### config.mk
export PLATFORM = sky130hd
export DESIGN_NAME = pwo_result
export DESIGN_NICKNAME = d
export VERILOG_FILES = /design/src/rtl/pwo_pkg.sv /design/src/rtl/pwo_result.sv
export VERILOG_INCLUDE_DIRS = /design/src /design/src/rtl
export SDC_FILE = /design/constraint.sdc
export NUM_CORES = 1
export LEC_CHECK = 0
export ABC_AREA = 1
export BUFFER_PORTS_ARGS = -buffer_cell sky130_fd_sc_hd__buf_2
export CORE_AREA = 2 2 91 93
export DETAILED_ROUTE_END_ITERATION = 10
export DIE_AREA = 0 0 93 95
export MAX_ROUTING_LAYER = met4
export PLACE_DENSITY = 0.77
export SYNTH_ARGS = -nofsm -noshare
export SYNTH_HDL_FRONTEND = slang
export SYNTH_SLANG_ARGS = --single-unit
### constraint.sdc
create_clock -name clk -period 2 [get_ports clk]
set_input_delay 0.2 -clock clk [delete_from_list [all_inputs] [get_ports clk]]
set_output_delay 0.2 -clock clk [all_outputs]
set_load 0.1 [all_outputs]
### src/rtl/pwo_config.svh
// Build constants for the pointwise engine, fixed to ML-DSA (q = 8380417)
// Lane layout assumes PWO_REG_W is PWO_COEFF_W plus one zero pad bit

`ifndef PWO_CONFIG_SVH
`define PWO_CONFIG_SVH

// Modulus, sized to the coefficient width
`define PWO_Q 23'd8380417

// Bits of one reduced coefficient
`define PWO_COEFF_W 23

// Bits of one lane in a memory word
`define PWO_REG_W 24

// Coefficients packed into one memory word
`define PWO_LANES 4

// Memory words per polynomial of 256 coefficients
`define PWO_WORDS 64

`define PWO_ADDR_W 15

`endif

### src/rtl/pwo_pkg.sv
// Shared types of the pointwise engine
// Widths follow pwo_config.svh, enum encodings are fixed at 2 bits

`default_nettype none

`include "pwo_config.svh"

package pwo_pkg;

    // ==========================================================================
    // Vector types
    // ==========================================================================

    typedef logic [`PWO_COEFF_W-1:0] coeff_t;
    typedef logic [`PWO_ADDR_W-1:0] mem_addr_t;
    // Lane i sits in bits 24i to 24i+22, bit 24i+23 stays zero
    typedef logic [`PWO_LANES*`PWO_REG_W-1:0] mem_word_t;
    typedef logic [$clog2(`PWO_WORDS)-1:0] word_idx_t;

    // ==========================================================================
    // Enums
    // ==========================================================================

    typedef enum logic [1:0] {
        pwm = 2'd0,
        pwa = 2'd1,
        pws = 2'd2
    } pwo_mode_t;

    typedef enum logic [1:0] {
        rw_idle  = 2'd0,
        rw_read  = 2'd1,
        rw_write = 2'd2
    } rw_t;

    typedef enum logic [1:0] {
        seq_idle  = 2'd0,
        seq_run   = 2'd1,
        seq_drain = 2'd2
    } seq_state_t;

    // ==========================================================================
    // Structs
    // ==========================================================================

    // Memory request, one per port
    typedef struct packed {
        rw_t       rd_wr_en;
        mem_addr_t addr;
    } mem_req_t;

    // Operation latched at start
    typedef struct packed {
        pwo_mode_t mode;
        logic      accumulate;
    } pwo_op_t;

    // Word issue tag, carried from decode to result
    typedef struct packed {
        logic      strobe;
        word_idx_t idx;
        logic      last;
    } issue_t;

endpackage

`default_nettype wire

### src/rtl/pwo_result.sv
// Write alignment and run completion
// Write request leaves exactly three cycles after its issue

`timescale 1ns/10ps
`default_nettype none

module pwo_result (
    input  wire                 clk,
    input  wire                 reset_n,
    input  wire                 zeroize_i,
    input  pwo_pkg::issue_t     issue_i,
    input  pwo_pkg::mem_addr_t  c_base_i,
    input  pwo_pkg::mem_word_t  result_i,
    output pwo_pkg::mem_req_t   wr_req_o,
    output pwo_pkg::mem_word_t  wr_data_o,
    output logic                retire_o,
    output logic                done_o
);

    // Delay line matching the execute latency
    pwo_pkg::issue_t dly_q [3];
    pwo_pkg::issue_t out_tag;

    always_ff @(posedge clk or negedge reset_n) begin
        if (!reset_n) begin
            dly_q[0] <= '0;
            dly_q[1] <= '0;
            dly_q[2] <= '0;
            done_o   <= 1'b0;
        end else if (zeroize_i) begin
            dly_q[0] <= '0;
            dly_q[1] <= '0;
            dly_q[2] <= '0;
            done_o   <= 1'b0;
        end else begin
            dly_q[0] <= issue_i;
            dly_q[1] <= dly_q[0];
            dly_q[2] <= dly_q[1];
            done_o   <= retire_o;
        end
    end

    assign out_tag = dly_q[2];

    assign wr_req_o.rd_wr_en = out_tag.strobe ? pwo_pkg::rw_write : pwo_pkg::rw_idle;
    assign wr_req_o.addr     = c_base_i + pwo_pkg::mem_addr_t'(out_tag.idx);
    assign wr_data_o         = result_i;

    // Last write of the run is on its way out
    assign retire_o = out_tag.strobe && out_tag.last;

    // No strobe may sit behind the last entry of a run
    a_line_empty_after_last: assert property (@(posedge clk) disable iff (!reset_n)
        retire_o |-> (!dly_q[0].strobe && !dly_q[1].strobe))
        else $error("write pending behind the last write of a run");

endmodule

`default_nettype wire

; Yosys cells after proc, flatten, opt, wreduce, memory -nomap -nowiden
; Cells that the tools add are included.
[totals]
elab_cells = 15
input_bits = 122
regBits = 25
[classes]
n_reduce_logical = 1
muxes = 3
add_sub_neg = 1
[op_table]
columns = cell, n
row1 = two-way mux 24 bit, 1
row2 = adder 15 x 6 -> 15 bit, 1
row3 = two-way mux 2 bit, 1
row4 = logical AND 1 bit, 1
row5 = two-way mux 1 bit, 1

; Depth between registers and ports, before layout
[logic_depth]
ltp_word = 2
mapped_depth = 9
ltp_nobuf = 9

; Worst setup path after synthesis
; Ideal clock, no wire load.
[synth_path]
path_type = register to output
from = register dly_q[1] in the netlist's numbering
to = output port wr_req_o[6] in the netlist's numbering
stages_incl_launch_ff = 8
setup_slack_ps = -888
required_time_ps = 1800
arrival_time_ps = 2688
n_path_buf = 0
path_cell_list = dfrtp_1 > ha_1 > fa_1 > nand2_1 > nand2_1 > nand3b_1 > nand2_1 > xor2_1
[synth_rtl]
columns = item, line
row1 = start: declaration, pwo_result.sv:21  ; pwo_pkg::issue_t dly_q [3];
row2 = end: declaration, pwo_result.sv:14  ; output pwo_pkg::mem_req_t wr_req_o,

==> out/metrics.cfg <==
[synth]
ys_ff_latch = 25
yosys.area_share.xor_xnor_pct = 2.07
synth_compound_area_share_pct = 0.709
synth_fa_ha_area_share_pct = 4.49
syn_area_sq_um = 2120
synthDistinctLibCells = 23
synth-simple-area-share_pct = 20.3
syn_inst = 282
synth_mux_area_share_pct = 0
ys_seq_area_share_pct = 29.6
synth_top_family_by_area = buffers and inverters
syn_nets = 411
synth.avg_cell_area_sq_um = 7.51
yosys_warnings = 0

[routing]
drtAntennaViolNets = 0
drt_wl_total_mm = 4.30
drt_iter0_drc = 26
via_per_inst = 3.96
drc = 0
wire_per_inst_um = 12.7
drt_pre_antenna_iters = 4
vias = 1346

[timing]
clock_skew_ns = 0.00434
fin_crit_sh_pct = 106
whs_ns = 0.137
worstMarginPinSlew_ns = 0.539
rsz0062_at_grt = yes
worst_slack_ns = -0.117
max_clock_freq_ghz = 0.472
finalSetupViolations = 7
slew_viol_final = 0
slew-limit-headroom_pct = 64.1
final-hold-violation-count = 0
layout_min_cycle_time_ns = 2.12

[floorplanning]
dieArea_sq_um = 8840
fp.dieH_um = 95
core_area_sq_um = 7930
rows = 33
die_x_um = 93
start_util_pct = 26.7
io_pins = 237

[setup_path]
worstPathRequired_ns = 1.80
worst_r2r_endpoint = done_o$_DFF_PN0_
reg2reg_slack_ns = 1.35
reg2regPathDepth = 2
worstPathCellList = ha_2 -> fa_2 -> nand2_2 -> nand2_2 -> nand3b_1 -> nand2_4 -> nand2_1 -> nand2_1 -> nand2_2 -> buf_12
end_kind = output port
max_stage_delay_ns = 0.37
cp_data_arrival_time_ns = 1.92
worst-setup-path-type = reg2out
slowest_stage = dfrtp_1
worstReg2RegStart = dly_q[7]$_DFF_PN0_
cp_top_family = simple AND/OR/NAND/NOR gates
cp-start-kind = flip-flop
crit_top_cell = nand2_2
critical_path_buf_inv_count = 1
path_max_fanout = 5

[power]
ir_worst_vdd_uv = 376
cellPowerDensity_nw_per_um2 = 564
leakagePower_uw = 0.00117
power_uw = 1280

[finish]
stdcell_count = 340
drive_gt1_share_pct = 42.1
diodes = 0
nets = 365
layout_commonest_cell = inv_1
final_cell_mix = 40 x inv_1, 32 x nor2_1, 29 x buf_2
area_growth_pct = 7.27

[global_route]
grt_pass1_vias = 1351
grt-ovfl-total = 0
grt_use_total_pct = 9.43
grt_pass1_wl_mm = 6.33
grt_max_degree = 26
grt_antenna_before_repair = 0

[placement]
placed_cells = 333
dp_slack_ns = -0.000886
portBuffers = 43
gp_congestion = 0.766
hpwlAfterDp_mm = 3.39

[cts]
clk_pin_slew_ns = 0.08
h-tree-depth = 1
numCtsBuffers = 3
cts_tree = done
cts.sinks = 25
clk-insertion-delay-late_ns = 0.26
root_buffer = clkbuf_8
clock_path_buffers = 2

[worst_hold_path]
whs_endpoint = dly_q[18]$_DFF_PN0_
whs_path_depth = 3
hp-class = in2reg
worstHoldStart = issue_i[2]

[status]
failed_checks = negative setup slack
status = complete, but fails checks

[job]
max-cap-violations = 0

[stage by stage]
| step | util, % | cell area, sq um | TNS [ns] |
|---|---|---|---|
| 6_report | 28.6 | 2270 | -0.542 |
| 5_1_grt | 28.6 | 2270 | -1.60 |
| 4_1_cts | 27.4 | 2170 | -0.728 |
| 3_5_place_dp | 25.9 | 2050 | -0.000886 |
| 3_3_place_gp | 25.9 | 2050 | 0 |
| 2_1_floorplan | - | 2220 | -0.613 |
[how the worst max path moves through the flow]
stage | startpoint | end | slack (ns) | cells past startpoint
floorplan | dly_q[5]$_DFF_PN0_ | wr_req_o[9] | -0.16 | 9
global placement | dly_q[1]$_DFF_PN0_ | wr_req_o[14] | 0.03 | 10
detailed placement | dly_q[1]$_DFF_PN0_ | wr_req_o[14] | -0.0009 | 10
CTS | dly_q[1]$_DFF_PN0_ | wr_req_o[10] | -0.15 | 10
global route | dly_q[1]$_DFF_PN0_ | wr_req_o[10] | -0.23 | 10
finish | dly_q[1]$_DFF_PN0_ | wr_req_o[10] | -0.12 | 10
[registers in the layout (all words and copies together), names as in the netlist]
name,count
dly_q,24
done_o,1
[routing by layer]
layer	wire (um)	vias up	track usage (%)
li1	-	639	-
met1	1430	569	8.65
met2	1940	132	13.3
met3	909	6	10.5
met4	25	0	1.84
met5	0	-	-
[cells in the mapped netlist]
cell	count	area (sq um)
inv_2	1	3.75
clkbuf_1	1	3.75
nand3b_1	1	7.51
buf_4	98	736
nand4_1	2	12.5
dfrtp_1	25	626
ha_1	6	75.1
buf_2	2	10.0
nor3_1	2	10.0
nor2_1	34	128
xor2_1	5	43.8
or2_1	2	12.5
fa_1	1	20.0
nand2_2	2	12.5
conb_1	1	3.75
and2_1	1	6.26
nor3_2	2	20.0
and2_4	1	8.76
nand2_1	38	143
a21oi_1	2	10.0
o21ai_0	1	5.00
inv_1	40	150
nand3_1	14	70.1
[cells by family after synthesis]
group                      count (synthesis)
adders and majority gates                  7
buffers and inverters                    142
xor gates and xnor gates                   5
DFF                                       25
AOI/OAI and AO/OA                          3
other                                      1
and+or+nand+nor                           99
[power by group]
| part | switching, uW | internal, uW | total (uW) |
|---|---|---|---|
| combinational | 309 | 163 | 473 |
| sequential | 5.55 | 523 | 529 |
| clock | 140 | 139 | 279 |
[worst register-to-register path: cells and delay by family (launching register included)]
family	cells	cell delay [ns]
DFF	1	0.38
and+or+nand+nor	2	0.14
[what timing repair did]
action / in CTS / in global routing
hold buffers: 1 / 0
buffers inserted: 1 / 1
gates resized for setup: 16 / 20
pin swaps: 3 / 5
endpoints found under the hold margin: 25 / 0
endpoints found under the setup margin: 10 / 12
[area by class of cell]
cell class                 instances  area, sq um
fill                             854         5660
multi-input combinational        115          826
sequential                        25          626
timing repair buffer              50          488
inverter                          41          154
tap                              105          131
clock buffer                       3         41.3
clock inverter                     1         5.00
Note: power is estimated with default switching activity, not from simulation.
