**config.mk**
```make
export PLATFORM = sky130hd
export DESIGN_NAME = pwo_decode
export DESIGN_NICKNAME = d
export VERILOG_FILES = /design/src/rtl/pwo_pkg.sv /design/src/rtl/pwo_decode.sv
export VERILOG_INCLUDE_DIRS = /design/src /design/src/rtl
export SDC_FILE = /design/constraint.sdc
export NUM_CORES = 1
export LEC_CHECK = 0
export BUFFER_PORTS_ARGS = -buffer_cell sky130_fd_sc_hd__buf_2
export CORE_ASPECT_RATIO = 1.4
export CORE_UTILIZATION = 42
export DETAILED_ROUTE_END_ITERATION = 8
export MAX_ROUTING_LAYER = met4
export PLACE_DENSITY = 0.78
export SLEW_MARGIN = 15
export SYNTH_ARGS = -nofsm -noshare
export SYNTH_HDL_FRONTEND = slang
export SYNTH_SLANG_ARGS = --single-unit
```
**constraint.sdc**
```tcl
create_clock -name clk -period 2.6 [get_ports clk]
set_input_delay 0.26 -clock clk [delete_from_list [all_inputs] [get_ports clk]]
set_output_delay 0.26 -clock clk [all_outputs]
set_load 0.01 [all_outputs]
```
**src/rtl/pwo_config.svh**
```systemverilog
// Build constants for the pointwise engine, fixed to ML-DSA (q = 8380417)
// Lane layout assumes PWO_REG_W is PWO_COEFF_W plus one zero pad bit

`ifndef PWO_CONFIG_SVH
`define PWO_CONFIG_SVH

// Modulus, sized to the coefficient width
`define PWO_Q 23'd8380417

// Bits of one reduced coefficient
`define PWO_COEFF_W 23

// Bits of one lane in a memory word
`define PWO_REG_W 24

// Coefficients packed into one memory word
`define PWO_LANES 4

// Memory words per polynomial of 256 coefficients
`define PWO_WORDS 64

`define PWO_ADDR_W 15

`endif

```
**src/rtl/pwo_pkg.sv**
```systemverilog
// Shared types of the pointwise engine
// Widths follow pwo_config.svh, enum encodings are fixed at 2 bits

`default_nettype none

`include "pwo_config.svh"

package pwo_pkg;

    // ==========================================================================
    // Vector types
    // ==========================================================================

    typedef logic [`PWO_COEFF_W-1:0] coeff_t;
    typedef logic [`PWO_ADDR_W-1:0] mem_addr_t;
    // Lane i sits in bits 24i to 24i+22, bit 24i+23 stays zero
    typedef logic [`PWO_LANES*`PWO_REG_W-1:0] mem_word_t;
    typedef logic [$clog2(`PWO_WORDS)-1:0] word_idx_t;

    // ==========================================================================
    // Enums
    // ==========================================================================

    typedef enum logic [1:0] {
        pwm = 2'd0,
        pwa = 2'd1,
        pws = 2'd2
    } pwo_mode_t;

    typedef enum logic [1:0] {
        rw_idle  = 2'd0,
        rw_read  = 2'd1,
        rw_write = 2'd2
    } rw_t;

    typedef enum logic [1:0] {
        seq_idle  = 2'd0,
        seq_run   = 2'd1,
        seq_drain = 2'd2
    } seq_state_t;

    // ==========================================================================
    // Structs
    // ==========================================================================

    // Memory request, one per port
    typedef struct packed {
        rw_t       rd_wr_en;
        mem_addr_t addr;
    } mem_req_t;

    // Operation latched at start
    typedef struct packed {
        pwo_mode_t mode;
        logic      accumulate;
    } pwo_op_t;

    // Word issue tag, carried from decode to result
    typedef struct packed {
        logic      strobe;
        word_idx_t idx;
        logic      last;
    } issue_t;

endpackage

`default_nettype wire

```
**src/rtl/pwo_decode.sv**
```systemverilog
// Sequencer for one pointwise run over a 64 word polynomial
// Mode, accumulate and base addresses must stay stable while busy_o is high
// Read requests are combinational on sampler_valid_i during seq_run

`timescale 1ns/10ps
`default_nettype none

`include "pwo_config.svh"

module pwo_decode (
    input  wire                 clk,
    input  wire                 reset_n,
    input  wire                 zeroize_i,
    input  wire                 enable_i,
    input  pwo_pkg::pwo_mode_t  mode_i,
    input  wire                 accumulate_i,
    input  wire                 sampler_valid_i,
    input  pwo_pkg::mem_addr_t  a_base_i,
    input  pwo_pkg::mem_addr_t  b_base_i,
    input  pwo_pkg::mem_addr_t  c_base_i,
    output pwo_pkg::mem_req_t   a_rd_req_o,
    output pwo_pkg::mem_req_t   b_rd_req_o,
    output pwo_pkg::mem_req_t   c_rd_req_o,
    output pwo_pkg::pwo_op_t    op_o,
    output pwo_pkg::issue_t     issue_o,
    output logic                busy_o,
    input  wire                 retire_i
);

    pwo_pkg::seq_state_t state_q;
    pwo_pkg::seq_state_t state_d;
    pwo_pkg::word_idx_t  idx_q;
    pwo_pkg::pwo_op_t    op_q;
    logic                issue;
    logic                last;
    logic                rd_c;

    assign issue = (state_q == pwo_pkg::seq_run) && sampler_valid_i;
    assign last  = (idx_q == pwo_pkg::word_idx_t'(`PWO_WORDS - 1));
    // Old destination value only needed for accumulate
    assign rd_c  = issue && (op_q.mode == pwo_pkg::pwm) && op_q.accumulate;

    always_comb begin
        state_d = state_q;
        case (state_q)
            pwo_pkg::seq_idle:  if (enable_i) state_d = pwo_pkg::seq_run;
            pwo_pkg::seq_run:   if (issue && last) state_d = pwo_pkg::seq_drain;
            // Wait for the last write to leave the result stage
            pwo_pkg::seq_drain: if (retire_i) state_d = pwo_pkg::seq_idle;
            default:            state_d = pwo_pkg::seq_idle;
        endcase
    end

    always_ff @(posedge clk or negedge reset_n) begin
        if (!reset_n) begin
            state_q <= pwo_pkg::seq_idle;
            idx_q   <= '0;
            op_q    <= '0;
        end else if (zeroize_i) begin
            state_q <= pwo_pkg::seq_idle;
            idx_q   <= '0;
            op_q    <= '0;
        end else begin
            state_q <= state_d;
            if ((state_q == pwo_pkg::seq_idle) && enable_i) begin
                op_q.mode       <= mode_i;
                op_q.accumulate <= accumulate_i;
                idx_q           <= '0;
            end else if (issue) begin
                // Wraps to zero after the last word
                idx_q <= idx_q + pwo_pkg::word_idx_t'(1);
            end
        end
    end

    // ==========================================================================
    // Requests and issue tag
    // ==========================================================================

    assign a_rd_req_o.rd_wr_en = issue ? pwo_pkg::rw_read : pwo_pkg::rw_idle;
    assign a_rd_req_o.addr     = a_base_i + pwo_pkg::mem_addr_t'(idx_q);
    assign b_rd_req_o.rd_wr_en = issue ? pwo_pkg::rw_read : pwo_pkg::rw_idle;
    assign b_rd_req_o.addr     = b_base_i + pwo_pkg::mem_addr_t'(idx_q);
    assign c_rd_req_o.rd_wr_en = rd_c ? pwo_pkg::rw_read : pwo_pkg::rw_idle;
    assign c_rd_req_o.addr     = c_base_i + pwo_pkg::mem_addr_t'(idx_q);

    assign issue_o.strobe = issue;
    assign issue_o.idx    = idx_q;
    assign issue_o.last   = issue && last;

    assign op_o   = op_q;
    assign busy_o = (state_q != pwo_pkg::seq_idle);

    // Accumulate only makes sense for pwm
    a_acc_only_pwm: assert property (@(posedge clk) disable iff (!reset_n)
        (busy_o && op_q.accumulate) |-> (op_q.mode == pwo_pkg::pwm))
        else $error("accumulate latched with pwa or pws");

    // Sequencer leaves seq_run right after the 64th issue
    a_no_read_after_last: assert property (@(posedge clk) disable iff (!reset_n)
        issue_o.last |=> ((a_rd_req_o.rd_wr_en == pwo_pkg::rw_idle) &&
                          (b_rd_req_o.rd_wr_en == pwo_pkg::rw_idle) &&
                          (c_rd_req_o.rd_wr_en == pwo_pkg::rw_idle)))
        else $error("read request after the last issue of a run");

endmodule

`default_nettype wire

```
; ---- Yosys cells after proc, flatten, opt, wreduce, memory -nomap -nowiden
; Index checks and enable logic that the tools add are counted.
[classes]
add_sub_neg = 4
n_eq_ne = 6
reduce_logical = 11
mux = 12
[ops]
columns = operator, count
row1 = adder 15 x 6 -> 15 bit, 3
row2 = two-way mux 6 bit, 3
row3 = inequality test 3 bit (second input constant), 3
row4 = two-way mux 2 bit, 4
row5 = adder 6 x 1 -> 6 bit (second input constant), 1
row6 = == test 6 bit (second input constant), 1
row7 = two-way mux 3 bit, 2
row8 = case mux 2 bit (3 select lines), 1
row9 = logical AND 1 bit, 5
row10 = logical NOT 2 bit, 2
row11 = nonzero test 2 bit, 2
row12 = AND reduction 3 bit, 1
row13 = nonzero test 3 bit, 1
row14 = == test 2 x 1 -> 1 bit (second input constant), 1
row15 = == test 2 bit (second input constant), 1
row16 = two-way mux 1 bit, 2
[totals]
out_inout_bits = 63
in_bits = 54
register_bits = 11

; ---- Longest topological paths before layout
[logic_depth]
depth_word = 6
mapped_depth = 8

; ---- Least setup slack after synthesis
; Ideal clock, no wire load.
[synth_timing]
path_kind = flip-flop to output port
from = register idx_q[0]
to = output a_rd_req_o[10] (netlist name)
arrival_time_ns = 2.023
stages_incl_launch_ff = 8
required_time_ns = 2.340
n_path_buf = 0
slack_ns = 0.317
cell_sequence = dfrtp_1 > ha_1 > fa_1 > a211oi_1 > o21bai_1 > a21oi_1 > nor3_1 > xor2_1
[synth_lines]
columns = element, line_no
row1 = "start, declared", pwo_decode.sv:32  ; pwo_pkg::word_idx_t idx_q;
row2 = "start signal, assigned", pwo_decode.sv:71  ; idx_q <= idx_q + pwo_pkg::word_idx_t'(1);
row3 = "end, declared", pwo_decode.sv:21  ; output pwo_pkg::mem_req_t a_rd_req_o,

==> metrics.cfg <==
[sta]
min_period_ns=2.51
fmax_ghz=0.398
fin_crit_sh_pct=96.7
fin_skew_ns=0.00101
finalSetupViolCount=0
slew_violations=0
setup_slack_ns=0.0860
hold_viol_final=0

[layout]
syn2layout_area_growth_pct=42.2
drive_above_1_share_pct=43.9
nets=398
layout_commonest_cell=buf_2
stdcell_count=363
fillers=344
antenna_cells=0
mostFrequentLayoutCells=buf_2 (113), nor2_1 (24), xor2_1 (22)
finish.utilization_pct=64.0

[power_and_ir_drop]
p_per_area_nw_per_um2=241
p_total_w=0.000578
power.leakage_nw=1.28
ir_drop_mv=0.287

[clock_tree]
clk_latency_ns=0.24
cts_buffer_depth=2
cts_made_buffers=3
root_buffer=clkbuf_8
htreeDepth=1
clkTransAtPathRegs_ns=0.05
cts.sinks=11
cts_tree=yes

[grt]
gr-usage-all-layers_pct=21.2
grt_max_degree=12
grt_pass1_vias=1725
grt_first_pass_wirelength_um=7330
antenna_found_initial=0
grt_overflow_total=0

[routing]
ant_nets=0
vias_per_cell=5.13
routed_wl_um=4390
firstDrtPassIters=4
wire_per_inst_um=12.1
drt_first_iter_violations=56
drc=0
vias=1863

[placed_design]
dp_hpwl_um=3640
io_buffers=113
gp_congestion=0.797
dp.cells=354
preCtsSetupSlack_ns=0.160

[setup_path]
crit_family=adder cells
required_ns=2.34
endpoint_kind=output port
critPathBufInv=2
timing.rr.start=state_q[1]$_DFFE_PN0P_
path_cells=ha_1 > fa_1 > a211oi_2 > o21bai_2 > a21oi_2 > buf_4 > xnor2_1 > buf_2
worstSetupPathType=reg2out
start_kind=register
cp_slowest_cell=fa_1
cp_data_arrival_time_ns=2.25
startpoint=idx_q[0]$_DFFE_PN0P_
max_stage_delay_ns=0.44
worst-path-max-fanout=4

[floorplan]
core_area_um2=3740
die_area_um2=4270
io_pins=117
initial_utilization_pct=45.0
row_count=26
die_h_um=76.9
chipWidth_um=55.5

[synth]
synth_cell_types=36
synth-seq-area-share_pct=16.4
syn_area_um2=1680
yosysTopAreaCell=dfrtp_1
synth_top_area_share_pct=16.4
syn-mean-instance-area_um2=8.17
ys_top_cells_by_area=dfrtp_1 (16%), ha_1 (14%), xor2_1 (11%), xnor2_1 (11%), a21oi_1 (5.4%)
syn_inst=206
ys_ff_latch=11
yosys_warnings=0

[run_status]
status=completed

[min_path]
min-delay-start=zeroize_i
hold_class=in2reg

[job]
maxCapViolations=0

[cell usage after synthesis, drive strengths merged]
| library cell | number |
|---|---|
| fa | 3 |
| a21o | 5 |
| or2 | 2 |
| buf | 9 |
| conb | 1 |
| nand3 | 3 |
| ha | 19 |
| dfrtp | 11 |
| and3 | 3 |
| o21bai | 2 |
| a21oi | 18 |
| nand4 | 3 |
| nand2 | 9 |
| nor3b | 2 |
| nor2 | 24 |
| o211ai | 6 |
| and3b | 1 |
| mux2i | 3 |
| nor2b | 3 |
| nor4 | 1 |
| inv | 6 |
| o21ai | 11 |
| a211oi | 5 |
| and4 | 1 |
| o31a | 1 |
| nand2b | 3 |
| o2111ai | 2 |
| xor2 | 22 |
| a21boi | 1 |
| nor3 | 2 |
| o21a | 2 |
| xnor2 | 21 |
| or3 | 1 |
[power breakdown]
part | internal [W] | total, W | switching, W
sequential | 0.000176 | 0.000181 | 0.00000450
combinational | 0.000110 | 0.000229 | 0.000119
clock | 0.000107 | 0.000168 | 0.0000607
[kinds of logic after synthesis]
family | Yosys count | synth area share (%)
other cells | 1 | 0.223
fa+ha+maj | 22 | 17.7
simple gates | 58 | 16.7
flops | 11 | 16.4
xor+xnor | 43 | 22.4
compound gates | 53 | 19.8
buf+inv | 15 | 5.06
mux | 3 | 1.78
[worst paths after layout]
path / to / slack (ns) / depth (start not counted)
worst max register to register: idx_q[5]$_DFFE_PN0P_ / 1.06 / 5
max in group asynchronous: idx_q[2]$_DFFE_PN0P_ / 1.95 / 2
worst min-delay path: state_q[1]$_DFFE_PN0P_ / 0.26 / 2
worst max-delay path: a_rd_req_o[6] / 0.09 / 8
min in group asynchronous: op_o[0]$_DFFE_PN0P_ / 0.43 / 2
worst min register to register: state_q[0]$_DFFE_PN0P_ / 0.48 / 1
[state kept, by name, summed over array words and instances, names as in the netlist]
signal / cells
state_q: 2
op_o: 3
idx_q: 6
[layout make-up]
type	count	area, µm²	area share [%]
well taps	42	52.6	2.20
inverters	6	22.5	0.941
multi-input cells	182	1390	58.0
flip-flops and latches	11	279	11.7
repair buffers	118	606	25.3
clock buffers	4	45.0	1.88
[timing repair]
action / 4_1_cts / 5_1_grt
endpoints found under the hold margin: 11 / 0
buffers inserted: 0 / 4
setup endpoints to repair: 9 / 13
hold buffers: 1 / 0
pin swaps: 0 / 8
resized for setup: 5 / 14
[through the flow]
step	setup TNS, ns	area (µm²)	hold slack [ns]
final	0	2390	0.259
after global routing	-0.00440	2390	0.266
after CTS	0	2310	0.254
after detailed placement	0	2250	0.140
after global placement	0	2250	0.138
after floorplan	0	1690	-0.0356
[metal layers]
metal | vias up | GRT usage, % | wire length [µm]
met5 | - | - | 0
met4 | 0 | 4.75 | 46
met3 | 5 | 3.71 | 318
met2 | 77 | 40.6 | 2350
met1 | 829 | 22.1 | 1680
li1 | 952 | - | -
(Power assumes the default switching activity.)
